--- src/verilog/trackerBufferPkg.sv ---
`default_nettype none

package trackerBufferPkg;

	localparam int wordWidth = 12;       // Width of every stored word
	localparam int slotCount = 16;       // Event slots in the ring
	localparam int wordsPerSlot = 256;   // RAM depth of one slot
	localparam int holdLevel = 12;       // Full count that raises sendHold

	typedef logic [wordWidth-1:0] dataWord_t;
	typedef logic [$clog2(wordsPerSlot)-1:0] wordAddr_t;
	typedef logic [$clog2(slotCount)-1:0] slotIndex_t;
	typedef logic [$clog2(slotCount+1)-1:0] occupancy_t;  // 0 to 16
	typedef logic [3:0] boardAddress_t;
	typedef logic [5:0] crc_t;
	typedef logic [7:0] errInfo_t;  // {layer bits 9..5, format, chip, crc}

	localparam crc_t crcPoly = 6'h03;  // x^6+x+1

	typedef struct packed {
		logic valid;
		wordAddr_t addr;
		dataWord_t word;
	} storeWrite_t;

	typedef struct packed {
		logic valid;
		wordAddr_t count;   // Words in the finished event
		errInfo_t errInfo;
	} eventCommit_t;

	typedef struct packed {
		logic clear;       // Start of a new packet
		logic dataValid;   // Bit belongs to a chip header or cluster
		logic crcValid;    // Bit belongs to the received CRC
		logic serialBit;
	} crcStep_t;

	typedef struct packed {
		dataWord_t word;
		errInfo_t errInfo;
		logic last;
	} outWord_t;

	typedef enum logic [2:0] {idle, addr, layerHeader, chipHeader, cluster, crcField, commit}
		parserState_t;

	typedef enum logic [1:0] {waitEvent, stream, releaseSlot} readerState_t;

endpackage

`default_nettype wire

--- src/verilog/serialFrameParser.sv ---
`timescale 1ns/1ps
`default_nettype none

module serialFrameParser
	import trackerBufferPkg::*;
(
	input wire logic Clock,
	input wire logic arstN,
	input wire logic data,                      // Serial line, idle low
	input wire boardAddress_t boardAddress,     // Expected sender address
	input wire occupancy_t slotsFull,
	input wire logic crcBad,
	output crcStep_t crcStep,
	output storeWrite_t storeWrite,
	output eventCommit_t eventCommit,
	output logic addrErrPulse,
	output logic crcErrPulse,
	output logic chipErrPulse,
	output logic dropPulse
);

	parserState_t state;
	logic [3:0] bitCnt;        // Bit position within the current field
	logic [3:0] chipsLeft;     // Chips still to come in this event
	logic [3:0] clustersLeft;  // Clusters still to come for this chip
	wordAddr_t wordAddr;       // Next word address in the slot
	dataWord_t wordShift;      // Bits received so far
	errInfo_t errBits;         // Error byte under construction
	logic dropping;            // Packet parsed but not stored

	dataWord_t assembled;
	logic startSeen;
	logic fieldEnd;
	logic dropNow;
	occupancy_t pendingFull;

	assign assembled = {wordShift[wordWidth-2:0], data};  // Word including current bit
	assign fieldEnd = (bitCnt == 4'd11);
	// A start bit may follow the last CRC bit directly
	assign startSeen = data && (state == idle || state == commit);
	// Count the commit that is going out this cycle
	assign pendingFull = slotsFull + occupancy_t'(eventCommit.valid);
	assign dropNow = (pendingFull >= occupancy_t'(slotCount));

	// CRC covers chip headers and clusters only
	always_comb begin
		crcStep.clear = startSeen;
		crcStep.dataValid = (state == chipHeader) || (state == cluster);
		crcStep.crcValid = (state == crcField);
		crcStep.serialBit = data;
	end

	// Word is written on the edge that samples its last bit
	always_comb begin
		storeWrite.valid = 1'b0;
		storeWrite.addr = wordAddr;
		storeWrite.word = assembled;
		if (!dropping && fieldEnd) begin
			case (state)
				layerHeader: begin
					storeWrite.valid = 1'b1;
					storeWrite.word = {boardAddress, assembled[7:0]};  // Layer word
				end
				chipHeader, cluster: storeWrite.valid = 1'b1;
				default: storeWrite.valid = 1'b0;
			endcase
		end
	end

	always_comb begin
		eventCommit.valid = (state == commit) && !dropping;
		eventCommit.count = wordAddr;                      // 1 + chips + clusters
		eventCommit.errInfo = {errBits[7:1], crcBad};      // CRC result ready now
	end

	always_ff @(posedge Clock) begin
		wordShift <= assembled;
	end

	always_ff @(posedge Clock or negedge arstN) begin
		if (!arstN) begin
			state <= idle;
			bitCnt <= '0;
			chipsLeft <= '0;
			clustersLeft <= '0;
			wordAddr <= '0;
			errBits <= '0;
			dropping <= 1'b0;
			addrErrPulse <= 1'b0;
			crcErrPulse <= 1'b0;
			chipErrPulse <= 1'b0;
			dropPulse <= 1'b0;
		end else begin
			addrErrPulse <= 1'b0;
			crcErrPulse <= 1'b0;
			chipErrPulse <= 1'b0;
			dropPulse <= 1'b0;
			bitCnt <= bitCnt + 4'd1;
			case (state)
				idle, commit: begin
					if (state == commit)
						crcErrPulse <= crcBad && !dropping;
					bitCnt <= '0;
					wordAddr <= '0;  // Layer word goes to address 0
					if (startSeen) begin
						state <= addr;
						dropping <= dropNow;  // All slots taken
						dropPulse <= dropNow;
					end else begin
						state <= idle;
					end
				end
				addr: begin
					if (bitCnt == 4'd3) begin
						bitCnt <= '0;
						if (assembled[3:0] != boardAddress) begin
							addrErrPulse <= !dropping;
							state <= idle;  // Sender pads with zeros
						end else begin
							state <= layerHeader;
						end
					end
				end
				layerHeader: begin
					if (fieldEnd) begin
						bitCnt <= '0;
						wordAddr <= wordAddr + 1'b1;
						chipsLeft <= assembled[3:0];
						errBits <= {assembled[9:5], 3'b000};  // Layer error tags
						state <= (assembled[3:0] == 4'd0) ? crcField : chipHeader;
					end
				end
				chipHeader: begin
					if (fieldEnd) begin
						bitCnt <= '0;
						wordAddr <= wordAddr + 1'b1;
						// Zero count still carries one cluster
						clustersLeft <= (assembled[9:6] == 4'd0) ? 4'd1 : assembled[9:6];
						errBits[1] <= errBits[1] | assembled[5];
						errBits[2] <= errBits[2] | assembled[10] | (assembled[9:6] == 4'd0);
						chipErrPulse <= assembled[5] && !dropping;
						state <= cluster;
					end
				end
				cluster: begin
					if (fieldEnd) begin
						bitCnt <= '0;
						wordAddr <= wordAddr + 1'b1;
						clustersLeft <= clustersLeft - 4'd1;
						if (clustersLeft == 4'd1) begin  // End of this chip
							chipsLeft <= chipsLeft - 4'd1;
							state <= (chipsLeft == 4'd1) ? crcField : chipHeader;
						end
					end
				end
				crcField: begin
					if (bitCnt == 4'd5)
						state <= commit;
				end
				default: state <= idle;
			endcase
		end
	end

endmodule

`default_nettype wire

--- config.mk ---
export PLATFORM = sky130hd
export DESIGN_NAME = serialFrameParser
export DESIGN_NICKNAME = d
export VERILOG_FILES = /design/src/verilog/trackerBufferPkg.sv /design/src/verilog/serialFrameParser.sv
export SDC_FILE = /design/constraint.sdc
export NUM_CORES = 1
export LEC_CHECK = 0
export BUFFER_PORTS_ARGS = -buffer_cell sky130_fd_sc_hd__buf_2
export CORE_UTILIZATION = 49
export DETAILED_ROUTE_END_ITERATION = 10
export MAX_ROUTING_LAYER = met4
export PLACE_DENSITY = 0.77
export SLEW_MARGIN = 20
export SYNTH_ARGS = -nofsm -noshare
export SYNTH_HDL_FRONTEND = slang
export SYNTH_SLANG_ARGS = --single-unit
--- constraint.sdc ---
create_clock -name Clock -period 1.8 [get_ports Clock]
set_input_delay 0.27 -clock Clock [delete_from_list [all_inputs] [get_ports Clock]]
set_output_delay 0.27 -clock Clock [all_outputs]
set_load 0.05 [all_outputs]
# == Word level (Yosys, flattened, before mapping) ==
# Index checks and enable logic that the tools add are counted.
# totals
ff_bits,46
inputBits,13
output_inout_bits,46
# op_classes
n_addsub,5
magnitude_cmp,1
eq_ne,19
muxes,40
bitwise_logic,3
reduce_logical,24
# op_table
op,n
two-way mux 4 bit,8
two-way mux 3 bit,9
two-way mux 12 bit,2
one-hot mux 3 bit (6 select lines),1
one-hot mux 4 bit (2 select lines),2
one-hot mux 8 bit (2 select lines),1
two-way mux 1 bit,12
one-hot mux 4 bit (3 select lines),1
"== test 3 bit, second input constant",3
"adder 8 x 1 -> 8 bit, second input constant",1
"== test 4 x 1 -> 1 bit, second input constant",2
zero test 4 bit,2
two-way mux 8 bit,1
"!= test 2 bit, second input constant",4
nonzero test 2 bit,4
"subtractor 4 x 1 -> 4 bit, second input constant",2
"== test 3 x 2 -> 1 bit, second input constant",2
"!= test 2 x 1 -> 1 bit, second input constant",3
AND reduction 2 bit,3
AND reduction 3 bit,2
AND reduction 6 bit,1
adder 5 x 1 -> 5 bit,1
">= comparator 5 bit, second input constant",1
logical AND 1 bit,5
other kinds (15),19

# == Depth between registers and ports, before layout ==
# logic_depth
depth_word,6
ltp_mapped,7
mapped_depth_nobuf,6

# == Least setup slack after synthesis ==
# Ideal clock, no wire load.
# synth_path
path_type,reg-to-reg
from,reg state[0]
to,reg dropping
setup_ps,128
arrival_time_ps,2627
path_slack_ps,-955
stages_incl_launch_ff,6
n_path_buf,1
period_less_slack_ps,2755
path_cell_list,dfrtp_1 > clkbuf_8 > nor4bb_1 > nand2_1 > xor2_1 > mux2i_1
# synth_lines
item,line,text
from (decl),serialFrameParser.sv:22,parserState_t state;
from (signal assigned),serialFrameParser.sv:82,state <= idle;
from (signal assigned),serialFrameParser.sv:106,state <= addr;
from (signal assigned),serialFrameParser.sv:110,state <= idle;
to (signal assigned),serialFrameParser.sv:107,dropping <= dropNow;
to (decl),serialFrameParser.sv:29,logic dropping;

==> metrics.md <==
| Metric | Value |
|---|---|
| Core ar. | 4880 sq um |
| Skew final | 11.7 ps |
| Violated checks | setup timing |
| Slew margin rel. | 0.583 |
| Clock transition at the registers of the reported paths | 90 ps |
| Die Wd | 74.2 um |
| Synth cell types | 64 |
| Share of cells above drive strength 1 | 0.504 |
| EDFF count, synth | 0 |
| Final WS setup | -462 ps |
| Hold Violations, Final | 0 |
| PD cells | 1130 nW/um^2 |
| Largest net degree at the start of global routing | 23 |
| Max Clk Rate | 442 MHz |
| Design area | 3680 sq um |
| Top cell type's share of synthesized area | 0.343 |
| Fin nets | 376 |
| Die area | 5500 sq um |
| Sink count of the clock tree | 46 |
| First-pass GRT wire length | 11.3 mm |
| Antenna viol nets, final | 0 |
| Syn Nets | 281 |
| Final core occ | 0.754 |
| RSZ-0062 raised after global routing | true |
| Routed WL | 7.84 mm |
| Clock tree root buffer cell | clkbuf_8 |
| Cell breakdown of the critical path | ha_4 > nand3b_4 > or3_4 > nor2_4 > mux2_4 > buf_8 |
| DRT iter0 DRCs | 313 |
| I/O Buffers | 58 |
| Synth area leaders | dfrtp_1 (34%), dfxtp_1 (8.6%), buf_4 (6.5%) |
| Vias in the first global route | 2316 |
| Die height | 74.2 um |
| Antenna violations before repair | 0 |
| Cell row count | 25 |
| Max_cap viols | 0 |
| Area post-placement | 2990 sq um |
| Starting Density | 0.523 |
| DRC Markers | 0 |
| Total power | 4.15 mW |
| Post-synthesis cell count | 261 |
| TritonCTS Buffers | 5 |
| Detailed Routing Iterations Pass 1 | 5 |
| Total GRT Usage | 0.282 |
| Top-count cell post-synth | dfrtp_1 |
| Skew-Pair Late Insertion Delay | 310 ps |
| Status | finished, violations left |
| Worst setup EP type | primary output |
| CP Launch Type | flop |
| Gr ovfl total | 0 |
| DR vias | 2516 |
| Ant. Diodes | 0 |
| H-tree depth | 2 |
| P&R area growth vs syn | 44.2% |
| Mean area per synthesized cell | 9.77 sq um |
| Worst path arrival time | 1990 ps |
| Max-slew violation count | 0 |
| CP peak stage delay | 390 ps |
| Mapped Area | 2550 sq um |
| Warnings, synthesis | 0 |
| Critical path type | reg2out |
| IO Count | 59 |
| GPL Wtd Cong | 0.831 |
| Vias/cell | 5.93 |
| Crit path max-delay family | simple AND/OR/NAND/NOR gates |
| Final setup viols | 21 |
| Seq/Total Area, Yosys | 0.430 |
| Min cycle time layout | 2260 ps |
| Critical Path RT | 1530 ps |
| Cells after DPL | 388 |
| LEAKAGE | 1.74 nW |
| Worst Hold Class | in2reg |
| Top post-synthesis cells by count | dfrtp_1 (35), nand2_1 (31), buf_4 (22) |
| DR WL/cell | 18.5 um |
| Worst Path Max Fanout | 4 |
| Peak supply drop | 0.000588 V |
| Worst slew pin tran | 620 ps |
| Final Non-Filler Cells | 424 |
| Synthesized flop and latch total | 46 |
| Period utilisation layout | 1.26 |
| Area leader, netlist | dfrtp_1 |
| CTS tree | yes |
| Slowest cell on crit path | dfrtp_1 |
| Synth async-reset ratio | 0.761 |
| Deepest clock path buffer count | 2 |
| Final HPWL from detailed placement | 4.42 mm |
| Most used DFF post-synth | dfrtp_1 |
| Worst path bufs/invs | 1 |
## cell families after synthesis
kind of cell    Yosys count  share of synthesized area
simple gates             96                      0.205
compound gates           56                      0.165
flops                    46                      0.430
buf+inv                  39                      0.103
xor+xnor                 10                     0.0343
mux                       7                     0.0299
fa+ha+maj                 7                     0.0343
## per-layer routing
| layer | global-route usage | up-vias | routed length (um) |
|---|---|---|---|
| met5 | - | - | 0 |
| met2 | 0.448 | 168 | 3770 |
| met1 | 0.343 | 1210 | 3140 |
| li1 | - | 1099 | - |
| met4 | 0.130 | 0 | 327 |
| met3 | 0.0610 | 39 | 593 |
## worst register-to-register path: cells and delay by family, from the launching register on
kind / cells / cell delay, ps
buffers and inverters: 3 / 400
AO/OA/AOI/OAI: 2 / 520
adder cells (fa/ha/maj): 1 / 180
flip-flops: 1 / 410
AND/OR/NAND/NOR: 2 / 300
## stage by stage
stage	worst slack, ps	hold WS, ps	TNS [ps]
2_1_floorplan	-238	-25.6	-1030
3_3_place_gp	-187	190	-828
3_5_place_dp	-206	190	-1130
4_1_cts	-436	184	-2030
5_1_grt	-519	183	-4010
6_report	-462	188	-3070
## path summary, 6_finish.rpt
check                             startpoint              end  slack [ps]  cells after the start
max in group asynchronous              arstN  clustersLeft[2]         800                      3
worst max-delay path               bitCnt[1]   storeWrite[10]        -460                      6
worst max register to register     bitCnt[0]      wordAddr[6]        -120                      8
min in group asynchronous              arstN     chipErrPulse         390                      2
worst min register to register  wordShift[3]     wordShift[4]         360                      0
worst min-delay path                  crcBad      crcErrPulse         190                      2
## power by group
group          leakage (nW)  internal (mW)  switching (mW)
sequential            0.563           1.12           0.113
clock                0.0504          0.413           0.375
combinational          1.13           1.02            1.11
total                  1.74           2.55            1.60
## what timing repair did
item,4_1_cts,5_1_grt
hold buffers,1,0
gates cloned,0,1
setup buffers,16,13
pin swaps,14,16
resized for setup,56,39
hold endpoints to repair,13,0
endpoints found under the setup margin,19,28
## layout make-up
class	instances	area, sq um
repair buffers	119	898
multi-input cells	176	1450
clock buffers	5	68.8
fillers	299	1200
flip-flops and latches	46	1100
well taps	67	83.8
clock inverters	3	45.0
inverters	8	30.0
## registers in the layout (all words and copies together) (netlist names)
register      count
clustersLeft      4
bitCnt            4
crcErrPulse       1
dropping          1
dropPulse         1
errBits           7
wordShift        11
state             3
chipErrPulse      1
addrErrPulse      1
wordAddr          8
chipsLeft         4
## layout by cell type (no fill, tap or decap), types with 9 or more instances in the layout
cell	n
buf_2	50
buf_4	41
dfrtp_1	32
nand2_1	28
buf_6	20
nor2_1	16
dfxtp_1	11
nand3_1	9
Power figures use the tool's default switching activity.
