### src/verilog/trackerBufferPkg.sv
`default_nettype none

package trackerBufferPkg;

	localparam int wordWidth = 12;       // Width of every stored word
	localparam int slotCount = 16;       // Event slots in the ring
	localparam int wordsPerSlot = 256;   // RAM depth of one slot
	localparam int holdLevel = 12;       // Full count that raises sendHold

	typedef logic [wordWidth-1:0] dataWord_t;
	typedef logic [$clog2(wordsPerSlot)-1:0] wordAddr_t;
	typedef logic [$clog2(slotCount)-1:0] slotIndex_t;
	typedef logic [$clog2(slotCount+1)-1:0] occupancy_t;  // 0 to 16
	typedef logic [3:0] boardAddress_t;
	typedef logic [5:0] crc_t;
	typedef logic [7:0] errInfo_t;  // {layer bits 9..5, format, chip, crc}

	localparam crc_t crcPoly = 6'h03;  // x^6+x+1

	typedef struct packed {
		logic valid;
		wordAddr_t addr;
		dataWord_t word;
	} storeWrite_t;

	typedef struct packed {
		logic valid;
		wordAddr_t count;   // Words in the finished event
		errInfo_t errInfo;
	} eventCommit_t;

	typedef struct packed {
		logic clear;       // Start of a new packet
		logic dataValid;   // Bit belongs to a chip header or cluster
		logic crcValid;    // Bit belongs to the received CRC
		logic serialBit;
	} crcStep_t;

	typedef struct packed {
		dataWord_t word;
		errInfo_t errInfo;
		logic last;
	} outWord_t;

	typedef enum logic [2:0] {idle, addr, layerHeader, chipHeader, cluster, crcField, commit}
		parserState_t;

	typedef enum logic [1:0] {waitEvent, stream, releaseSlot} readerState_t;

endpackage

`default_nettype wire

### src/verilog/eventReader.sv
`timescale 1ns/1ps
`default_nettype none

module eventReader
	import trackerBufferPkg::*;
(
	input wire logic Clock,
	input wire logic arstN,
	input wire logic eventAvailable,
	input wire dataWord_t readWord,
	input wire wordAddr_t readCount,
	input wire errInfo_t readErr,
	output wordAddr_t readAddr,
	output logic readRelease,
	output outWord_t eventOut,
	output logic outValid,
	input wire logic outReady
);

	readerState_t state;
	wordAddr_t fetchAddr;  // Address of the word now on readWord
	logic fetchValid;      // readWord holds an unsent word
	logic advance;
	logic consume;
	logic lastWord;

	assign advance = !outValid || outReady;  // Output register free at this edge
	assign consume = fetchValid && advance;
	assign lastWord = (fetchAddr == readCount - 1'b1);
	// Re-read the same word while it waits
	assign readAddr = consume ? fetchAddr + 1'b1 : fetchAddr;

	always_ff @(posedge Clock) begin
		if (consume)
			eventOut <= '{word: readWord, errInfo: readErr, last: lastWord};
	end

	always_ff @(posedge Clock or negedge arstN) begin
		if (!arstN) begin
			state <= waitEvent;
			fetchAddr <= '0;
			fetchValid <= 1'b0;
			outValid <= 1'b0;
			readRelease <= 1'b0;
		end else begin
			readRelease <= 1'b0;
			fetchAddr <= readAddr;
			if (advance)
				outValid <= fetchValid;
			case (state)
				waitEvent: begin
					// Count still includes a slot being released
					if (eventAvailable && !readRelease) begin
						fetchValid <= 1'b1;  // Word 0 arrives next cycle
						state <= stream;
					end
				end
				stream: begin
					if (consume && lastWord) begin
						fetchValid <= 1'b0;
						state <= releaseSlot;
					end
				end
				releaseSlot: begin
					if (outReady) begin  // Last word taken
						readRelease <= 1'b1;
						fetchAddr <= '0;
						state <= waitEvent;
					end
				end
				default: state <= waitEvent;
			endcase
		end
	end

endmodule

`default_nettype wire

### config.mk
export PLATFORM = sky130hd
export DESIGN_NAME = eventReader
export DESIGN_NICKNAME = d
export VERILOG_FILES = /design/src/verilog/trackerBufferPkg.sv /design/src/verilog/eventReader.sv
export SDC_FILE = /design/constraint.sdc
export NUM_CORES = 1
export LEC_CHECK = 0
export BUFFER_PORTS_ARGS = -buffer_cell sky130_fd_sc_hd__buf_2
export CORE_MARGIN = 10
export CORE_UTILIZATION = 47
export CTS_CLUSTER_DIAMETER = 120
export DETAILED_ROUTE_END_ITERATION = 10
export PLACE_DENSITY_LB_ADDON = 0.12
export SETUP_SLACK_MARGIN = 0.05
export SYNTH_ARGS = -nofsm -noshare
export SYNTH_HDL_FRONTEND = slang
export SYNTH_SLANG_ARGS = --single-unit
### constraint.sdc
create_clock -name Clock -period 2.51 [get_ports Clock]
set_input_delay 0.502 -clock Clock [delete_from_list [all_inputs] [get_ports Clock]]
set_output_delay 0.502 -clock Clock [all_outputs]
set_load 0.01 [all_outputs]
Word level (Yosys, flattened, before mapping) --
Index checks and enable logic that the tools add are counted.
Storage, ports and cells: logic and storage cells 38, bits in registers 34
Operators by class: eq/ne operators 6, reductions and logical operators 10, multiplexer cells 12, $add $sub $neg 2
Operators with widths (number):
- 8-bit two-way mux | 3
- 8-bit by 1-bit adder with 8-bit output (second input constant) | 1
- 8-bit == test | 1
- 8-bit by 1-bit subtractor with 8-bit output (second input constant) | 1
- 2-bit two-way mux | 3
- 2-bit != test (second input constant) | 3
- 2-bit case mux with 3 select lines | 1
- 3-bit AND reduction | 2
- 1-bit two-way mux | 4
- 1-bit logical AND | 3
- 2-bit by 1-bit == test with 1-bit output (second input constant) | 1
- 2-bit == test (second input constant) | 1
- 1-bit logical NOT | 2
- 2-bit logical NOT | 1
- 1-bit case mux with 2 select lines | 1
- 2-bit nonzero test | 1
- 1-bit logical OR | 1

Depth between registers and ports, before layout --
Gate-level depths: netlist of run 1.
depth after elaboration 6, mapped depth 8

Least setup slack after synthesis of run 1 --
OpenSTA, ideal clock, no wires.
path type input to register, start point input readCount[0], end point register fetchValid, slack 3 ps, required time 2384 ps, stages 6, arrival 2381 ps, path through or4_4 > or4_1 > o311ai_1 > a21oi_2 > or3_4 > o32a_1
Between the ends: cells in the longest elaborated chain, start to end 5
Ends and longest elaborated chain:
- from (decl) | RTL line eventReader.sv:11 | input wire wordAddr_t readCount,
- 8-bit by 1-bit subtractor with 8-bit output | RTL line eventReader.sv:29 | assign lastWord = (fetchAddr == readCount - 1'b1);
- 8-bit == test | RTL line eventReader.sv:29
- 1-bit logical AND | RTL line eventReader.sv:59 | if (consume && lastWord) begin
- 2-bit != test (no source line)
- 3-bit AND reduction (no source line)
- to (signal assigned) | RTL line eventReader.sv:42 | fetchValid <= 1'b0;
- to (signal assigned) | RTL line eventReader.sv:54 | fetchValid <= 1'b1;
- to (signal assigned) | RTL line eventReader.sv:60 | fetchValid <= 1'b0;
- to (decl) | RTL line eventReader.sv:22 | logic fetchValid;
Every way passes these cells. A chain may end at the register's enable or synchronous reset.

Worst setup path after layout of run 1 --
start point register outValid, end point output readAddr[6]
Between the ends: cells in the longest elaborated chain, start to end 4
Ends and longest elaborated chain:
- from (decl) | RTL line eventReader.sv:16 | output logic outValid,
- from (signal assigned) | RTL line eventReader.sv:49 | outValid <= fetchValid;
- 1-bit logical NOT | RTL line eventReader.sv:27 | assign advance = !outValid || outReady;
- 1-bit logical OR | RTL line eventReader.sv:27
- 1-bit logical AND | RTL line eventReader.sv:28 | assign consume = fetchValid && advance;
- 8-bit two-way mux | RTL line eventReader.sv:31 | assign readAddr = consume ? fetchAddr + 1'b1 : fetchAddr;
- to (decl) | RTL line eventReader.sv:13 | output wordAddr_t readAddr,
Every way passes these cells.

==> impl_metrics.py, run 1 <==
metrics = {
    "status": {
        "status": "finished clean",
    },
    "pwr": {
        "p_per_area_nw_per_um2": 912.5,
        "leakage_nw": 0.9201,
        "clkPwrFrac": 0.208,
        "p_comb_frac": 0.322,
        "switchingPower_mw": 0.5975,
        "power.total_mw": 1.814,
        "power.internal_mw": 1.217,
        "max-vdd-ir-drop_mv": 0.4312,
        "sw_frac_of_total": 0.3293,
        "seq_power_share": 0.469,
    },
    "logic_synthesis": {
        "synth-edff-count": 21,
        "yosys_warnings": 0,
        "synthArstFlopShare": 0.3824,
        "syn_nets": 147,
        "synth_common_cells": "edfxtp_1, dfrtp_1, xnor2_1, nor2b_1",
        "synth_top_area_share": 0.4204,
        "yosys_register_bits": 34,
        "synth.cell_area_um2": 1500,
        "synth.distinct_cells": 35,
        "synthCells": 113,
        "yosys-top-cells-area": "edfxtp_1, dfrtp_1, xnor2_1, nor2b_1, xor2_1",
        "yosysMostFrequentCell": "edfxtp_1",
        "yosysTopAreaCell": "edfxtp_1",
        "avgSynthCellArea_um2": 13.28,
        "ys_seq_area_frac": 0.6372,
        "synth_top_flop_cell": "edfxtp_1",
    },
    "grt": {
        "grt-ovfl-total": 0,
        "globalRouteTotalUtil": 0.1233,
        "grt_pass1_vias": 1195,
        "grt_max_degree": 14,
        "grt_pass1_wl_mm": 5.733,
        "antenna_found_initial": 0,
    },
    "detailed_routing": {
        "avgRoutedWirePerCell_um": 15.01,
        "first_iter_violations": 38,
        "ant_nets": 0,
        "dr.pass1.iters": 4,
        "wl_mm": 3.467,
        "drc_errors": 0,
        "via_per_inst": 4.853,
        "vias": 1121,
    },
    "sta": {
        "hold_violations": 0,
        "setup_slack_ns": 0.2172,
        "fin_skew_ns": 0.005679,
        "fin_crit_ns": 2.293,
        "maxSlewViolCount": 0,
        "fin_setup_tns_ns": 0,
        "max_freq_ghz": 0.4362,
        "setup_violations": 0,
        "rsz0062_at_grt": "no",
        "relSlewSlack": 0.7539,
        "tightest_slew_ns": 0.3691,
        "min_period_over_period": 0.9135,
    },
    "floorplanning": {
        "initial_core_util": 0.4914,
        "dieArea_um2": 5851,
        "core_um2": 3053,
        "fp.dieH_um": 76.50,
        "rows": 20,
        "io_pins": 63,
        "die_w_um": 76.50,
    },
    "clock_tree": {
        "cts_tree": "done",
        "htree_levels": 2,
        "cts_sinks": 34,
        "numCtsBuffers": 5,
        "clk_latency_ns": 0.34,
        "clkTransAtPathRegs_ns": 0.10,
        "ctsHoldBuffers": 0,
        "cts-root-buf": "clkbuf_4",
        "cts_setup_buffers": 0,
        "cts_buffer_depth": 2,
    },
    "placement": {
        "pre_cts_ws_ns": -0.09186,
        "dpl.hpwl_mm": 2.732,
        "numPortBuffers": 62,
        "place_inst": 224,
        "gp_congestion": 0.8143,
    },
    "final_layout": {
        "multi_input_area_um2": 520.5,
        "antenna_cells": 0,
        "drive_above_1_share": 0.4439,
        "regArea_um2": 955.9,
        "area_delta_synth_final_pct": 32.53,
        "final_util": 0.6512,
        "nFillCells": 277,
        "nNetsFinal": 221,
        "layout.cells.non_filler": 231,
    },
    "worst_setup_path": {
        "start_kind": "flop",
        "crit_fanout": 6,
        "endpoint_kind": "primary output",
        "cp_data_arrival_time_ns": 1.79,
        "crit_family": "simple AND/OR/NAND/NOR gates",
        "crit_type": "flop to primary output",
        "path_cells": "or2b_2, nand2_2, nor2_1, and3_1, xnor2_1, inv_1, buf_2",
        "slowest_delay_ns": 0.35,
        "crit_slowest_cell": "dfrtp_1",
        "crit_required_ns": 2.01,
        "path_buf_inv": 2,
    },
    "flow_run": {
        "max_cap_viol_count": 0,
    },
    "hold_path": {
        "hold_path.class": "primary input to asynchronous set/reset pin",
    },
}
-- worst paths after layout --
kind,startpoint,end,slack [ns],cells after the start
worst max-delay path,outValid,readAddr[6],0.22,7
worst min-delay path,arstN,fetchAddr[1],0.03,1
worst max register to register,fetchAddr[5],fetchValid,0.24,6
worst min register to register,state[1],state[0],0.50,1
max in group asynchronous,arstN,readRelease,2.24,1
min in group Clock,readWord[7],eventOut[16],0.33,1
-- through the flow --
step	instance area (um^2)	hold slack, ns
after floorplan	1508	0.2064
after global placement	1914	0.4019
after detailed placement	1914	0.4095
after CTS	1986	0.03249
after global routing	1988	0.03585
final	1988	0.03304
-- final cells by class --
class / instances / share of cell area
clock buffers: 5 / 0.01888
clock inverters: 2 / 0.01699
inverters: 6 / 0.01133
multi-input cells: 71 / 0.2618
flip-flops and latches: 34 / 0.4808
well taps: 44 / 0.02769
repair buffers: 69 / 0.1825
-- state kept, by name, summed over array words and instances (netlist names) --
register	flops
fetchAddr	8
eventOut	21
fetchValid	1
outValid	1
readRelease	1
state	2
-- metal layers --
metal / vias up / track usage / wire, um
li1: 553 / - / -
met4: 0 / 0.05576 / 68
met1: 526 / 0.1223 / 1419
met5: - / 0 / 0
met2: 35 / 0.2160 / 1756
met3: 7 / 0.05542 / 224
-- kinds of logic after synthesis --
kind of cell               share of synthesized area
buffers and inverters                        0.02252
and+or+nand+nor                               0.1827
DFF                                           0.6372
AOI/OAI and AO/OA                            0.05339
adders and majority gates                    0.01668
xor gates and xnor gates                     0.08757
-- power groups by stage --
stage               logic [mW]  registers (mW)  clock network (mW)
global route             0.651           0.871               0.412
global placement         0.578           0.858                   0
floorplan                0.323           0.873                   0
finish                   0.585           0.851               0.378
detailed placement       0.592           0.861                   0
CTS                      0.594           0.851               0.390
-- placed cells by master (no fill, tap or decap), types with 2 or more instances in the layout --
cell type	n
nor2b_1	7
dfrtp_1	13
xnor2_1	10
nor2_1	6
nand4_1	3
inv_1	6
xor2_1	5
buf_2	62
nand2_1	4
and3b_1	2
edfxtp_1	21
a311oi_1	2
buf_4	7
clkbuf_4	5
nand2b_1	3
ha_1	2
and3_1	3
a21oi_1	2
or3b_2	2
nand3_1	3
-- timing repair --
| action | in CTS | in global routing |
|---|---|---|
| endpoints found under the hold margin | 0 | 0 |
| setup endpoints to repair | 0 | 3 |
| resized for setup | 0 | 1 |
No activity file was read; power rests on OpenSTA's default activity.
==> run 2, diff against run 1 <==
--- a/config.mk
+++ b/config.mk
@@ -5,6 +5,7 @@
 export SDC_FILE = /design/constraint.sdc
 export NUM_CORES = 1
 export LEC_CHECK = 0
+export ABC_AREA = 1
 export BUFFER_PORTS_ARGS = -buffer_cell sky130_fd_sc_hd__buf_2
 export CORE_MARGIN = 10
 export CORE_UTILIZATION = 47
==> run 2 against run 1 <==
Net effect:
- combinational power increased by 23%
- clock power is 28% lower
- register-to-register slack improved by 0.73 ns
- via count rose by 8.2%
- non-clock buffer count down 5
- final area increased by 0.31%
- die area increased by 3.1%
- clock-buffer cell count rose by 1
- first-iteration DRC count rose by 13%
==> impl_metrics.py, run 2 <==
metrics = {
    "grt": {
        "grt_pass1_vias": 1252,
        "grt_max_degree": 20,
        "antenna_found_initial": 0,
        "grt_pass1_wl_mm": 5.644,
        "grt-ovfl-total": 0,
        "globalRouteTotalUtil": 0.1147,
    },
    "logic_synthesis": {
        "synth_top_flop_cell": "edfxtp_1",
        "ys_seq_area_frac": 0.6112,
        "yosys.area_share.simple": 0.2232,
        "synthXorXnorAreaFrac": 0.07200,
        "synthMuxAreaShare": 0,
        "synth_top_family_by_area": "simple AND/OR/NAND/NOR gates",
        "synthArstFlopShare": 0.3824,
        "synth.cell_area_um2": 1564,
        "synthCells": 147,
        "yosys_register_bits": 34,
        "yosysTopAreaCell": "edfxtp_1",
        "yosys-top-cells-area": "edfxtp_1, dfrtp_1, nand2_1, xor2_1, inv_1",
        "synth_common_cells": "nand2_1, edfxtp_1, inv_1, nor2_1, dfrtp_1",
        "avgSynthCellArea_um2": 10.64,
        "synth_top_area_share": 0.4032,
        "synth-edff-count": 21,
        "yosys_warnings": 0,
        "synth_adder_area_share": 0.01600,
        "yosysMostFrequentCell": "nand2_1",
        "synth_compound_area_frac": 0.02480,
        "syn_nets": 181,
        "synth.distinct_cells": 25,
    },
    "detailed_routing": {
        "met1_length_mm": 1.425,
        "avgRoutedWirePerCell_um": 12.60,
        "wl_met3_um": 273,
        "vias": 1213,
        "drc_errors": 0,
        "first_iter_violations": 43,
        "ant_nets": 0,
        "wl_mm": 3.314,
        "wl_met2_mm": 1.565,
        "top_layer": "met4",
        "via_per_inst": 4.612,
        "dr.pass1.iters": 4,
    },
    "floorplanning": {
        "rows": 20,
        "io_pins": 63,
        "fp.dieH_um": 77.69,
        "die_w_um": 77.69,
        "dieArea_um2": 6035,
        "initial_core_util": 0.5000,
        "core_um2": 3128,
    },
    "placement": {
        "gp_congestion": 0.8040,
        "numPortBuffers": 62,
        "pre_cts_ws_ns": 0.3078,
        "dpl.hpwl_mm": 2.783,
    },
    "final_layout": {
        "drive_above_1_share": 0.3699,
        "layout_common_cells": "buf_2, nand2_1, edfxtp_1, inv_1, nor2_1",
        "nNetsFinal": 252,
        "final_common_cell": "buf_2",
        "largest_reg_flops": 21,
        "reg.largest.list": "eventOut: 21 flops, fetchAddr: 8 flops, state: 2 flops",
        "top_register": "eventOut",
        "antenna_cells": 0,
        "area_delta_synth_final_pct": 27.52,
    },
    "pwr": {
        "p_per_area_nw_per_um2": 916.6,
        "leakage_nw": 1.014,
        "max-vdd-ir-drop_mv": 0.5686,
    },
    "worst_setup_path": {
        "endpoint_kind": "primary output",
        "crit_fanout": 5,
        "crit_required_ns": 2.01,
        "cp_data_arrival_time_ns": 1.72,
        "crit_type": "flop to primary output",
        "start_kind": "flop",
    },
    "clock_tree": {
        "cts-root-buf": "clkbuf_4",
        "cts_tree": "done",
        "ctsHoldBuffers": 0,
        "cts_sinks": 34,
        "cts_buffer_depth": 2,
        "cts_setup_buffers": 0,
        "htree_levels": 2,
        "clkTransAtPathRegs_ns": 0.09,
        "clk_latency_ns": 0.33,
        "post_cts_resized": 0,
        "numCtsBuffers": 5,
    },
    "sta": {
        "setup_slack_ns": 0.2847,
        "min_period_over_period": 0.8866,
        "setup_violations": 0,
        "hold_violations": 0,
        "rsz0062_at_grt": "no",
        "fin_crit_ns": 2.225,
        "tightest_slew_ns": 0.4867,
        "relSlewSlack": 0.6743,
        "max_freq_ghz": 0.4494,
        "maxSlewViolCount": 0,
        "fin_setup_tns_ns": 0,
        "fin_skew_ns": 0.004163,
    },
    "hold_path": {
        "hold_path.class": "primary input to asynchronous set/reset pin",
    },
    "status": {
        "status": "finished clean",
    },
    "flow_run": {
        "max_cap_viol_count": 0,
    },
}
run 2: cell count changes after synthesis, moves of 3 or more:
cell | previous run | this run
xnor2_1 | 10 | 1
inv_2 | 0 | 3
nand3_1 | 3 | 10
xor2_1 | 5 | 10
inv_1 | 6 | 19
nor2_1 | 6 | 19
nor2b_1 | 7 | 0
nand2b_1 | 3 | 0
nand2_1 | 5 | 30
and3_1 | 3 | 0
run 2: logic make-up (layout without fill, tap and decap cells):
kind of cell | Yosys count | count (layout)
simple gates | 72 | 72
flops | 34 | 34
buf+inv | 22 | 94
xor+xnor | 12 | 12
compound gates | 5 | 5
fa+ha+maj | 2 | 2
run 2: area by class of cell:
type / instances / area (um^2)
multi-input cells: 91 / 525.5
fillers: 258 / 1134
flip-flops and latches: 34 / 955.9
repair buffers: 64 / 325.3
inverters: 22 / 82.58
well taps: 44 / 55.05
clock buffers: 6 / 41.29
clock inverters: 2 / 8.758
run 2: stage by stage:
step | power [mW] | std cells | util | cell area (um^2) | hold WS (ns)
after floorplan | 1.308 | 147 | - | 1564 | 0.2064
after global placement | 1.556 | 254 | 0.6192 | 1937 | 0.3965
after detailed placement | 1.575 | 254 | 0.6192 | 1937 | 0.4016
after CTS | 1.850 | 262 | 0.6352 | 1987 | 0.03695
after global routing | 1.982 | 263 | 0.6376 | 1994 | 0.04280
final | 1.828 | 263 | 0.6376 | 1994 | 0.03897
run 2: worst max-delay path, stage by stage (launching register included):
cell and delay, ns:
dfrtp_1 0.44, a21oi_4 0.25, nand2_4 0.09, nor3_4 0.14
nand3_1 0.10, xor2_1 0.20, inv_1 0.06, buf_2 0.14
run 2: routing by layer:
metal,track usage,vias to the layer above
met5,0,-
met4,0.04927,0
met3,0.04263,7
met2,0.1965,48
met1,0.1240,542
li1,-,616
run 2: worst paths after layout:
kind / slack (ns) / cells past startpoint / end / start
max in group asynchronous: 2.24 / 1 / state[1] / arstN
hold / removal: 0.04 / 1 / fetchAddr[1] / arstN
setup / recovery: 0.28 / 7 / readAddr[6] / outValid
setup reg to reg: 0.97 / 6 / fetchValid / outValid
hold reg to reg: 0.48 / 2 / fetchValid / fetchValid
min in group Clock: 0.34 / 1 / eventOut[13] / readWord[4]
run 2: where the power goes:
group	internal (mW)	switching, mW	total [mW]
Clock	0.105	0.167	0.272
Sequential	0.755	0.0822	0.838
Combinational	0.274	0.445	0.718
Total	1.13	0.694	1.83
