===== src/verilog/trackerBufferPkg.sv =====
`default_nettype none

package trackerBufferPkg;

	localparam int wordWidth = 12;       // Width of every stored word
	localparam int slotCount = 16;       // Event slots in the ring
	localparam int wordsPerSlot = 256;   // RAM depth of one slot
	localparam int holdLevel = 12;       // Full count that raises sendHold

	typedef logic [wordWidth-1:0] dataWord_t;
	typedef logic [$clog2(wordsPerSlot)-1:0] wordAddr_t;
	typedef logic [$clog2(slotCount)-1:0] slotIndex_t;
	typedef logic [$clog2(slotCount+1)-1:0] occupancy_t;  // 0 to 16
	typedef logic [3:0] boardAddress_t;
	typedef logic [5:0] crc_t;
	typedef logic [7:0] errInfo_t;  // {layer bits 9..5, format, chip, crc}

	localparam crc_t crcPoly = 6'h03;  // x^6+x+1

	typedef struct packed {
		logic valid;
		wordAddr_t addr;
		dataWord_t word;
	} storeWrite_t;

	typedef struct packed {
		logic valid;
		wordAddr_t count;   // Words in the finished event
		errInfo_t errInfo;
	} eventCommit_t;

	typedef struct packed {
		logic clear;       // Start of a new packet
		logic dataValid;   // Bit belongs to a chip header or cluster
		logic crcValid;    // Bit belongs to the received CRC
		logic serialBit;
	} crcStep_t;

	typedef struct packed {
		dataWord_t word;
		errInfo_t errInfo;
		logic last;
	} outWord_t;

	typedef enum logic [2:0] {idle, addr, layerHeader, chipHeader, cluster, crcField, commit}
		parserState_t;

	typedef enum logic [1:0] {waitEvent, stream, releaseSlot} readerState_t;

endpackage

`default_nettype wire


===== src/verilog/crcCheck.sv =====
`timescale 1ns/1ps
`default_nettype none

module crcCheck
	import trackerBufferPkg::*;
(
	input wire logic Clock,
	input wire logic arstN,
	input wire crcStep_t crcStep,
	output logic crcBad        // Latched mismatch for the current packet
);

	crc_t crcReg;
	logic feedback;

	// Also the mismatch of a received CRC bit against the expected MSB
	assign feedback = crcReg[5] ^ crcStep.serialBit;

	always_ff @(posedge Clock or negedge arstN) begin
		if (!arstN) begin
			crcReg <= '0;
			crcBad <= 1'b0;
		end else if (crcStep.clear) begin
			crcReg <= '0;    // New packet
			crcBad <= 1'b0;
		end else if (crcStep.dataValid) begin
			// Galois step
			crcReg <= {crcReg[4:0], 1'b0} ^ (feedback ? crcPoly : crc_t'(0));
		end else if (crcStep.crcValid) begin
			crcBad <= crcBad | feedback;
			crcReg <= {crcReg[4:0], 1'b0};  // Expose next expected bit
		end
	end

endmodule

`default_nettype wire


===== config.mk =====
export PLATFORM = sky130hd
export DESIGN_NAME = crcCheck
export DESIGN_NICKNAME = d
export VERILOG_FILES = /design/src/verilog/trackerBufferPkg.sv /design/src/verilog/crcCheck.sv
export SDC_FILE = /design/constraint.sdc
export NUM_CORES = 1
export LEC_CHECK = 0
export BUFFER_PORTS_ARGS = -buffer_cell sky130_fd_sc_hd__buf_4
export CAP_MARGIN = 20
export CORE_AREA = 2 2 39 41
export DETAILED_ROUTE_END_ITERATION = 10
export DIE_AREA = 0 0 41 43
export HOLD_SLACK_MARGIN = 0.02
export SLEW_MARGIN = 20
export SYNTH_ARGS = -nofsm -noshare
export SYNTH_HDL_FRONTEND = slang
export SYNTH_SLANG_ARGS = --single-unit

===== constraint.sdc =====
create_clock -name Clock -period 1.5 [get_ports Clock]
set_input_delay 0.3 -clock Clock [delete_from_list [all_inputs] [get_ports Clock]]
set_output_delay 0.3 -clock Clock [all_outputs]
set_load 0.005 [all_outputs]

* Word-level counts from Yosys, hierarchy flattened *
Cells that the tools add are included.

operators by class
  eq/ne operators = 1
  bitwise logic cells = 3
  mux-type cells = 7
  reductions and logical operators = 3

operator list
  operator            number
  $mux 6              3
  $xor 6x2->6         1
  $mux 1              3
  $reduce_bool 3->1   1
  $mux 2              1
  $ne 2x1->1 const B  1
  $reduce_and 2->1    1
  $reduce_bool 2->1   1
  $or 1x1->1          1
  $xor 1x1->1         1

word-level totals
  logic and storage cells = 16
  output and inout bits = 1
  register bits = 7
  bits of input ports = 6

* Logic depth before layout (Yosys ltp) *
Gate-level depths: netlist (run 1).

  word-level depth = 5
  mapped depth = 4
  mapped depth without buffers = 3

* Worst setup path before layout (run 1) *
No wires, ideal clock.

  kind = input to register
  start = input port crcStep[1] (netlist name)
  end = register crcReg[1]
  path slack = 0.519 ns
  data arrival time = 0.841 ns
  library setup time = 0.140 ns
  cell stages on the path = 4
  path buffers = 1
  cell sequence = clkbuf_1 -> nor2b_1 -> a211oi_1 -> a211oi_1

on the way
  word-level cells in the longest chain between the ends = 1

RTL lines
  element                      RTL line        RTL
  start: declaration           crcCheck.sv:9   input wire crcStep_t crcStep,
  $reduce_bool 3->1 (no line)  --
  end signal: assignment       crcCheck.sv:28  crcReg <= {crcReg[4:0], 1'b0} ^ (feedback ? crcPoly : crc_t'(0));
  end signal: assignment       crcCheck.sv:31  crcReg <= {crcReg[4:0], 1'b0};
  end: declaration             crcCheck.sv:13  crc_t crcReg;

Every way passes these cells.
A chain may end at the register's enable or synchronous reset.

* Final worst setup path (run 1) *
  start = register crcBad
  end = output port crcBad

RTL lines
  element                   RTL line        RTL
  start: declaration        crcCheck.sv:10  output logic crcBad
  start signal: assignment  crcCheck.sv:30  crcBad <= crcBad | feedback;

No word-level cell between the ends.

==> qor.txt, run 1 <==
Worst min path class: in -> reg
Place WS: 0.458 ns
Crit path max-delay family: flip-flops
Cell variety after synth: 13
IO Count: 7
Yosys top cell area share: 0.551
Worst reg2reg path endpoint: crcReg[1]$_DFFE_PN0P_
Max IR drop VDD: 0.375 mV
Final Hold Vio Count: 0
Layout Utilization: 0.297
Avg Cell Area, Syn: 9.63 um^2
Max cap viols: 0
Synth Warn #: 0
Startpoint types: flip-flop
Worst-margin pin slew: 0.251 ns
FF+latch area: 175 um^2
Clock-pin slew on the worst setup and hold paths: 0.06 ns
GRT Overall Usage: 0.0976
Pin count of the biggest net entering global routing: 11
Crit path launch: crcBad$_DFFE_PN0P_
Worst r2r src: crcReg[5]$_DFFE_PN0P_
Crit-path max cell delay: 0.38 ns
Synth-to-Final Area Change: 29.5%
Critical setup path kind: reg -> out
Worst setup endpoint: crcBad
#FFs+latches synth: 7
DIE HEIGHT: 43 um
Syn Nets: 39
Critical path's slowest cell: dfrtp_1
Clk buf depth: 2
First-pass GRT wire length: 1060 um
Psw: 0.101 mW
Sequential share of power: 0.475
WL/cell: 11.2 um
IO buf count: 6
CP Depth: 1
CP cell instances: buf_4
Clock Skew: 0.00352 ns
Leak: 0.180 nW
Vias in the first global route: 233
Final setup TNS: 0 ns
Max_slew headroom: 0.832
DRC viols: 0
1st-pass router iterations: 3
Core footprint: 0.00138 mm^2
Placed cells: 53
R2R cell count: 3
RSZ-0062 raised after global routing: no
CP Max Fanout: 2
Post-DRT Antenna Nets: 0
Nets: 49
Syn Inst Count: 33
WL final: 648 um
Int Pwr: 0.320 mW
Seq/Total Area, Yosys: 0.551
Top area cells in the synthesized netlist: dfrtp_1, a21oi_1, o21ai_0
Worst-skew pair later-pin latency: 0.25 ns
Tmin final: 1.06 ns
Initial Utilization: 0.230
Vias per cell: 4.34
Die area: 0.00176 mm^2
Non-filler cells, final: 58
Peak Freq: 939 MHz
Clock tree sinks: 7
Multi-input logic area: 131 um^2
Root buffer cell: clkbuf_4
WP data arrival: 0.76 ns
Critical Path End Type: output pin
Filler cells: 152
Synth area leader: dfrtp_1
Gpl congestion: 0.768
CTS tree: done
R2R setup slack: 0.47 ns
Vias: 252
Initial antenna violation count: 0
Row Count: 14
Worst endpoint required time: 1.20 ns
Final Slew Violations: 0
CTS H-Tree Depth: 1
Share of layout cells above drive strength 1: 0.238
Clock Power Share: 0.414
Final WS setup: 0.435 ns
Die X: 41 um
Status: complete, no violations
Crit share post-route: 0.710
Sw frac: 0.241
Comb pwr share: 0.110
Pwr Density: 1020 mW/mm^2
Final setup viols: 0
DR iter-0 viols: 10
Worst Path Buf+Inv: 1
CTS Buf Count: 3
ANT cells: 0
GRT Residual Overflow: 0
Mapped Area: 318 um^2
-- power groups by stage --
| stage | clock network (mW) | logic (mW) | registers [mW] |
|---|---|---|---|
| finish | 0.175 | 0.0465 | 0.200 |
| global route | 0.191 | 0.0517 | 0.201 |
| CTS | 0.183 | 0.0467 | 0.200 |
| detailed placement | 0 | 0.0437 | 0.204 |
| global placement | 0 | 0.0434 | 0.203 |
| floorplan | 0 | 0.0224 | 0.203 |
-- cell usage in the layout (no fill, tap or decap) --
| cell | instances |
|---|---|
| xnor2_1 | 1 |
| a21oi_1 | 5 |
| a211oi_1 | 2 |
| xor2_2 | 1 |
| clkbuf_4 | 3 |
| clkbuf_1 | 1 |
| dfrtp_1 | 7 |
| buf_4 | 6 |
| a31oi_1 | 1 |
| o21ai_0 | 4 |
| nor3b_1 | 1 |
| nand2_1 | 4 |
| inv_1 | 1 |
| nor2_1 | 3 |
| dlygate4sd3_1 | 1 |
| nor2b_1 | 1 |
-- layout make-up --
class | instances | area share
clock buffer | 4 | 0.0638
inverter | 1 | 0.00912
multi-input combinational | 23 | 0.319
timing repair buffer | 7 | 0.134
tap | 16 | 0.0486
sequential | 7 | 0.426
-- worst min-delay path by stage --
stage                     from                    end  slack (ns)  cells past startpoint
detailed placement       arstN  crcReg[3]$_DFFE_PN0P_        0.12                      1
CTS                 crcStep[3]  crcReg[3]$_DFFE_PN0P_        0.25                      2
global placement         arstN  crcReg[2]$_DFFE_PN0P_        0.12                      1
finish              crcStep[3]  crcReg[3]$_DFFE_PN0P_        0.26                      2
global route        crcStep[3]  crcReg[0]$_DFFE_PN0P_        0.25                      2
floorplan                arstN     crcBad$_DFFE_PN0P_       0.004                      0
-- what timing repair did --
| action | in CTS | in global routing |
|---|---|---|
| setup buffers | 0 | 0 |
| hold buffers | 1 | 0 |
| hold endpoints to repair | 7 | 0 |
| resized for setup | 0 | 0 |
-- flip-flops by register name, indices dropped and copies added (netlist names) --
register,count
crcBad,1
crcReg,6
-- logic make-up after synthesis --
kind of cell,share of synthesized area
buf+inv,0.0354
xor+xnor,0.0788
flops,0.551
simple gates,0.126
compound gates,0.209
-- through the flow --
step	hold WS [ns]	cell area, um^2	power (mW)
final	0.260	412	0.421
after global routing	0.253	412	0.444
after detailed placement	0.120	375	0.247
after floorplan	0.00441	318	0.225
after CTS	0.247	412	0.430
after global placement	0.118	375	0.247
-- synth_stat cells --
cell type / n
a21oi_1: 5
clkbuf_1: 2
xnor2_1: 1
nand2_1: 4
a211oi_1: 2
o21ai_0: 4
nor3b_1: 1
nor2b_1: 1
nor2_1: 3
inv_1: 1
xor2_2: 1
a31oi_1: 1
dfrtp_1: 7
-- per-layer routing --
metal	wire length, um	vias up	track usage
li1	-	131	-
met1	318	115	0.140
met2	293	4	0.103
met3	32	2	0.0314
met4	4	0	0.100
met5	0	-	0
(Power assumes the default switching activity.)
==> run 2: changes to the inputs <==
--- a/config.mk
+++ b/config.mk
@@ -5,6 +5,7 @@
 export SDC_FILE = /design/constraint.sdc
 export NUM_CORES = 1
 export LEC_CHECK = 0
+export ABC_AREA = 1
 export BUFFER_PORTS_ARGS = -buffer_cell sky130_fd_sc_hd__buf_4
 export CAP_MARGIN = 20
 export CORE_AREA = 2 2 39 41
==> constraint.sdc (replaced) <==
create_clock -name Clock -period 0.9 [get_ports Clock]
set_input_delay 0.18 -clock Clock [delete_from_list [all_inputs] [get_ports Clock]]
set_output_delay 0.18 -clock Clock [all_outputs]
set_load 0.005 [all_outputs]
==> run 2 against run 1 <==
  * The run now ends with negative setup slack left
  * Core utilization up 3.9 points
  * Highest routed layer is now met3
  * Non-clock buffer count up 1
  * Synthesized cell count increased by 15%
  * Sequential cell count unchanged
  * Critical endpoint unchanged
  * Sequential power up 67%
  * Die area unchanged
  * Wire length is 6.6% lower
==> qor.txt, run 2 <==
Status: finished with violations
Failing checks: negative setup slack
Worst r2r src: crcReg[5]$_DFFE_PN0P_
XOR/XNOR share of the synthesized area: 0 (-0.0787)
WL/cell: 9.17 um (-18%)
CTS tree: done
DIE HEIGHT: 43 um (unchanged)
Mapped Area: 334 um^2 (+5.1%)
Hold Path Depth: 2 (unchanged)
Max cap viols: 0 (unchanged)
Clock-pin slew on the worst setup and hold paths: 0.05 ns (about the same)
Hold slack: 0.135 ns (-0.126 ns)
Core footprint: 0.00138 mm^2 (unchanged)
Peak Freq: 1090 MHz
Multiplexer share of the synthesized area: 0 (unchanged)
Critical path's slowest cell: dfrtp_1
Worst-margin pin slew: 0.183 ns (-0.0672 ns)
Commonest cells after routing, fill and taps aside: inv_1, dfrtp_1, buf_4, inv_2, o22ai_1
Crit path max-delay family: flip-flops
Worst Path Buf+Inv: 1 (unchanged)
Largest registers: crcReg: 6 flops, crcBad: 1 flops
Clk buf depth: 2 (unchanged)
Max FFs per register: 6 (unchanged)
Die X: 41 um (unchanged)
Final setup viols: 1 (+1)
Synth Warn #: 0 (unchanged)
Synth Area in Compound Gates: 0.169 (-0.0401)
RSZ-0062 raised after global routing: yes
Hold Crit Endpoint: crcBad$_DFFE_PN0P_
Hold path start: crcStep[3]
Final Hold Vio Count: 0 (unchanged)
1st-pass router iterations: 2 (-1)
Root buffer cell: clkbuf_4
Pin count of the biggest net entering global routing: 8 (-3)
Vias: 283 (+12%)
Crit-path max cell delay: 0.38 ns (about the same)
Commonest cells in the synthesized netlist: dfrtp_1, inv_1, nand2_1
Syn Inst Count: 38 (+15%)
DRC viols: 0 (unchanged)
WP data arrival: 0.74 ns (-0.02 ns)
Largest register by flop count: crcReg
Clock Skew: 0.00212 ns (-0.00140 ns)
Seq/Total Area, Yosys: 0.524 (-0.0268)
WL final: 605 um (-6.6%)
IO Count: 7 (unchanged)
Final Slew Violations: 0 (unchanged)
Largest family of logic cells by synthesized area: simple AND/OR/NAND/NOR gates
CTS H-Tree Depth: 1 (unchanged)
Power Total: 0.703 mW (+67%)
Max_slew headroom: 0.876 (+0.0441)
Die area: 0.00176 mm^2 (unchanged)
#FFs+latches synth: 7 (unchanged)
Leak: 0.222 nW (+23%)
Pwr Density: 1510 mW/mm^2 (+48%)
Number of flops mapped to enable cells by yosys: 0 (unchanged)
Syn Nets: 44 (+13%)
Nets: 57 (+16%)
Critical setup path kind: reg -> out
CP Max Fanout: 2 (unchanged)
Post-DRT Antenna Nets: 0 (unchanged)
Synth Flop Type: dfrtp_1
Clock tree sinks: 7 (unchanged)
FFs w/ async S/R, synth: 1.00 (unchanged)
Synth area leader: dfrtp_1
CP cell instances: buf_6
Adder-cell share of the synthesized area: 0 (unchanged)
Share of layout cells above drive strength 1: 0.440 (+0.202)
CTS Buf Count: 3 (unchanged)
GRT Overall Usage: 0.0892 (-0.00831)
Cell variety after synth: 13 (unchanged)
Initial antenna violation count: 0 (unchanged)
Tmin final: 0.920 ns
Critical Path End Type: output pin
Vias per cell: 4.29 (-1.3%)
Crit share post-route: 1.02
Worst endpoint required time: 0.72 ns (-0.48 ns)
Row Count: 14 (unchanged)
Post-detail-place hpwl: 471 um
Gpl congestion: 0.651 (-15%)
Max IR drop VDD: 0.611 mV (+63%)
Vias in the first global route: 284 (+22%)
Filler cells: 150 (-1.3%)
Avg Cell Area, Syn: 8.79 um^2 (-8.7%)
Startpoint types: flip-flop
First-pass GRT wire length: 986 um (-6.5%)
IO buf count: 6 (unchanged)
Worst min path class: in -> reg
ANT cells: 0 (unchanged)
R2R setup slack: 0.01 ns (-0.46 ns)
R2R cell count: 5 (+2)
Yosys top cell area share: 0.524 (-0.0268)
DR iter-0 viols: 4 (-6)
GRT Residual Overflow: 0 (unchanged)
Simple-Gate Fraction of Synth Area: 0.184 (+0.0575)
Worst-skew pair later-pin latency: 0.24 ns (about the same)
Top area cells in the synthesized netlist: dfrtp_1, inv_1, o22ai_1
Initial Utilization: 0.241 (+0.0118)
Synth-to-Final Area Change: 39.3%
Final WS setup: -0.0198 ns (-0.455 ns)
Worst reg2reg path endpoint: crcBad$_DFFE_PN0P_
==> run 2: per-stage QoR <==
| stage | instance area, um^2 | std cells | worst slack [ns] | setup TNS [ns] | util |
|---|---|---|---|---|---|
| global route | 465 | 66 | -0.0653 | -0.127 | 0.336 |
| CTS | 439 | 65 | -0.0349 | -0.0349 | 0.317 |
| global placement | 399 | 60 | 0.0262 | 0 | 0.288 |
| finish | 465 | 66 | -0.0198 | -0.0198 | 0.336 |
| detailed placement | 399 | 60 | 0.0139 | 0 | 0.288 |
| floorplan | 334 | 38 | 0.0839 | 0 | - |
==> run 2: per-layer routing <==
| layer | up-vias | GRT usage | routed length (um) |
|---|---|---|---|
| li1 | 149 | - | - |
| met1 | 130 | 0.0963 | 270 |
| met2 | 4 | 0.128 | 314 |
| met3 | 0 | 0.0157 | 20 |
| met4 | 0 | 0.100 | 0 |
| met5 | - | 0 | 0 |
==> run 2: how the worst max path moves through the flow <==
stage / from / end / slack [ns] / depth (start not counted)
after floorplan: crcReg[5]$_DFFE_PN0P_ / crcBad$_DFFE_PN0P_ / 0.08 / 5
after global placement: crcReg[5]$_DFFE_PN0P_ / crcBad$_DFFE_PN0P_ / 0.03 / 5
after detailed placement: crcReg[5]$_DFFE_PN0P_ / crcBad$_DFFE_PN0P_ / 0.01 / 5
after CTS: crcBad$_DFFE_PN0P_ / crcBad / -0.03 / 1
after global routing: crcBad$_DFFE_PN0P_ / crcBad / -0.07 / 1
final: crcBad$_DFFE_PN0P_ / crcBad / -0.02 / 1
==> run 2: what timing repair did <==
action,4_1_cts,5_1_grt
resized for setup,1,6
endpoints found under the setup margin,1,3
hold buffers,1,0
buffers inserted,0,1
pin swaps,0,3
endpoints found under the hold margin,7,0
==> run 2: layout make-up <==
| cell class | instances | area, um^2 | share of cell area |
|---|---|---|---|
| Timing Repair Buffer | 8 | 66.3 | 0.142 |
| Multi-Input combinational cell | 20 | 136 | 0.293 |
| Sequential cell | 7 | 175 | 0.376 |
| Clock buffer | 4 | 26.3 | 0.0565 |
| Tap cell | 16 | 20.0 | 0.0430 |
| Inverter | 11 | 41.3 | 0.0887 |
==> run 2: report_power, final <==
part           total [mW]  leakage (nW)  switching, mW  internal, mW
Sequential          0.333        0.0952        0.00549         0.328
Clock               0.272        0.0150          0.103         0.168
Combinational      0.0979         0.112         0.0517        0.0461
==> run 2: kinds of logic after synthesis <==
group | after synthesis
compound gates | 8
flops | 7
buf+inv | 11
simple gates | 12
==> run 3: changes to the inputs <==
--- a/config.mk
+++ b/config.mk
@@ -5,7 +5,6 @@
 export SDC_FILE = /design/constraint.sdc
 export NUM_CORES = 1
 export LEC_CHECK = 0
-export ABC_AREA = 1
 export BUFFER_PORTS_ARGS = -buffer_cell sky130_fd_sc_hd__buf_4
 export CAP_MARGIN = 20
 export CORE_AREA = 2 2 39 41
==> run 3 against run 2 <==
  * The run still ends with negative setup slack left
  * Clock skew shrank 0.00085 ns
  * Clock power grew 7.7%
  * Register-to-register slack got worse by 0.08 ns
  * Critical path type is now reg -> reg
  * Critical endpoint is now crcReg[1]$_DFFE_PN0P_
  * Largest cell class unchanged
==> qor.txt, run 3 (synthesis results as in run 1) <==
Crit share post-route: 1.08 (+0.0543)
Share of layout cells above drive strength 1: 0.256 (-0.184)
Gpl congestion: 0.749 (+15%)
Die X: 41 um (unchanged)
Crit path max-delay family: flip-flops
Row Count: 14 (unchanged)
Final setup viols: 3 (+2)
RSZ-0062 raised after global routing: yes
CTS H-Tree Depth: 1 (unchanged)
Root buffer cell: clkbuf_4
Commonest non-fill, non-tap cell in the layout: dfrtp_1
Final Slew Violations: 0 (unchanged)
Clock-pin slew on the worst setup and hold paths: 0.06 ns (about the same)
Worst-margin pin slew: 0.252 ns (+0.0690 ns)
Pwr Density: 1670 mW/mm^2 (+11%)
Critical setup path kind: reg -> reg
Worst-skew pair later-pin latency: 0.25 ns (about the same)
Vias: 262 (-7.4%)
Synth-to-Final Area Change: 33.1%
Layout Utilization: 0.306 (-0.0307)
WL final: 629 um (+4.0%)
Non-filler cells, final: 59 (-11%)
Peak Freq: 1030 MHz (-5.0%)
Commonest cells after routing, fill and taps aside: dfrtp_1, buf_4, a21oi_1, nand2_1, o21ai_0
GRT Overall Usage: 0.0935 (+0.00425)
Hold path start: crcStep[3]
CTS tree: done
Final WS setup: -0.0687 ns (-0.0488 ns)
Worst endpoint required time: 1.06 ns (+0.34 ns)
Max_slew headroom: 0.831 (-0.0453)
Status: finished with violations
Largest register by flop count: crcReg
Core footprint: 0.00138 mm^2 (unchanged)
Leak: 0.186 nW (-16%)
Post-detail-place hpwl: 446 um (-5.3%)
Crit-path max cell delay: 0.40 ns (+0.02 ns)
Final Hold Vio Count: 0 (unchanged)
First-pass GRT wire length: 1060 um (+7.7%)
IO Count: 7 (unchanged)
Max IR drop VDD: 0.592 mV (-3.1%)
WL/cell: 10.7 um (+16%)
Failing checks: negative setup slack
Worst min path class: in -> reg
Placed cells: 53 (-12%)
CP cell instances: xor2_2, xnor2_1, a211oi_1
Max FFs per register: 6 (unchanged)
Pin count of the biggest net entering global routing: 11 (+3)
IO buf count: 6 (unchanged)
Die area: 0.00176 mm^2 (unchanged)
Hold Path Depth: 2 (unchanged)
CTS Buf Count: 3 (unchanged)
DR iter-0 viols: 8 (+4)
Clk buf depth: 2 (unchanged)
Nets: 50 (-12%)
R2R setup slack: -0.07 ns (-0.08 ns)
DIE HEIGHT: 43 um (unchanged)
Critical path's slowest cell: dfrtp_1
Initial Utilization: 0.230 (-0.0118)
Filler cells: 145 (-3.3%)
Power Total: 0.707 mW (+0.59%)
Startpoint types: flip-flop
Hold slack: 0.134 ns (-0.000498 ns)
Tmin final: 0.969 ns (+0.0488 ns)
R2R cell count: 3 (-2)
Hold Crit Endpoint: crcReg[2]$_DFFE_PN0P_
WP data arrival: 1.13 ns (+0.39 ns)
Max cap viols: 0 (unchanged)
Clock tree sinks: 7 (unchanged)
Vias per cell: 4.44 (+3.6%)
GRT Residual Overflow: 0 (unchanged)
1st-pass router iterations: 2 (unchanged)
Clock Skew: 0.00127 ns (-0.000849 ns)
DRC viols: 0 (unchanged)
Worst Path Buf+Inv: 0 (-1)
CP Max Fanout: 3 (+1)
Post-DRT Antenna Nets: 0 (unchanged)
Largest registers: crcReg: 6 flops, crcBad: 1 flops
Initial antenna violation count: 0 (unchanged)
Crit path launch: crcReg[5]$_DFFE_PN0P_
Vias in the first global route: 240 (-15%)
ANT cells: 0 (unchanged)
Critical Path End Type: flip-flop
Worst reg2reg path endpoint: crcReg[1]$_DFFE_PN0P_
Worst r2r src: crcReg[5]$_DFFE_PN0P_
## run 3: cell count changes in the layout (fill, tap and decap cells not counted), moves of 4 or more
cell and change:
inv_1 -6, a21oi_1 +5, o22ai_1 -4, inv_2 -4
## run 3: worst max-delay path by stage
stage                             to  slack (ns)  cells past startpoint
6_report       crcReg[1]$_DFFE_PN0P_       -0.07                      3
5_1_grt        crcReg[1]$_DFFE_PN0P_       -0.14                      3
4_1_cts        crcReg[1]$_DFFE_PN0P_       -0.08                      3
3_5_place_dp   crcReg[1]$_DFFE_PN0P_       -0.06                      3
3_3_place_gp   crcReg[1]$_DFFE_PN0P_       -0.04                      3
2_1_floorplan  crcReg[1]$_DFFE_PN0P_       -0.03                      3
## run 3: through the flow
stage	worst slack, ns	TNS [ns]	cell area, um^2
2_1_floorplan	-0.0325	-0.0325	318
3_3_place_gp	-0.0434	-0.0560	375
3_5_place_dp	-0.0647	-0.0647	375
4_1_cts	-0.0818	-0.132	415
5_1_grt	-0.140	-0.299	423
6_report	-0.0687	-0.122	423
## run 3: layer usage
layer	vias to the layer above	GRT usage	wire, um
li1	130	-	-
met1	125	0.140	309
met2	5	0.100	295
met3	2	0.0157	20
met4	0	0.100	4
met5	-	0	0
## run 3: timing repair
action / in CTS / in global routing
endpoints found under the hold margin: 7 / 0
hold buffers: 1 / 0
buffers inserted: 0 / 1
setup endpoints to repair: 3 / 4
pin swaps: 1 / 1
resized for setup: 1 / 0
## run 3: worst register-to-register path: cells and delay by family, from the launching register on
family | cells | cell delay, ns
xor+xnor | 2 | 0.30
compound gates | 1 | 0.18
flops | 1 | 0.40
## run 3: layout make-up
type,count,area (um^2),share of cell area
Sequential cell,7,175,0.414
Multi-Input combinational cell,23,131,0.311
Timing Repair Buffer,8,66.3,0.157
Clock buffer,4,26.3,0.0621
Tap cell,16,20.0,0.0473
Inverter,1,3.75,0.00888
## run 3: where the power goes
group / switching, mW / total, mW / internal [mW] / leakage (nW)
clock network: 0.123 / 0.293 / 0.170 / 0.0150
logic: 0.0398 / 0.0805 / 0.0407 / 0.0756
registers: 0.00686 / 0.334 / 0.327 / 0.0952
total: 0.170 / 0.707 / 0.537 / 0.186
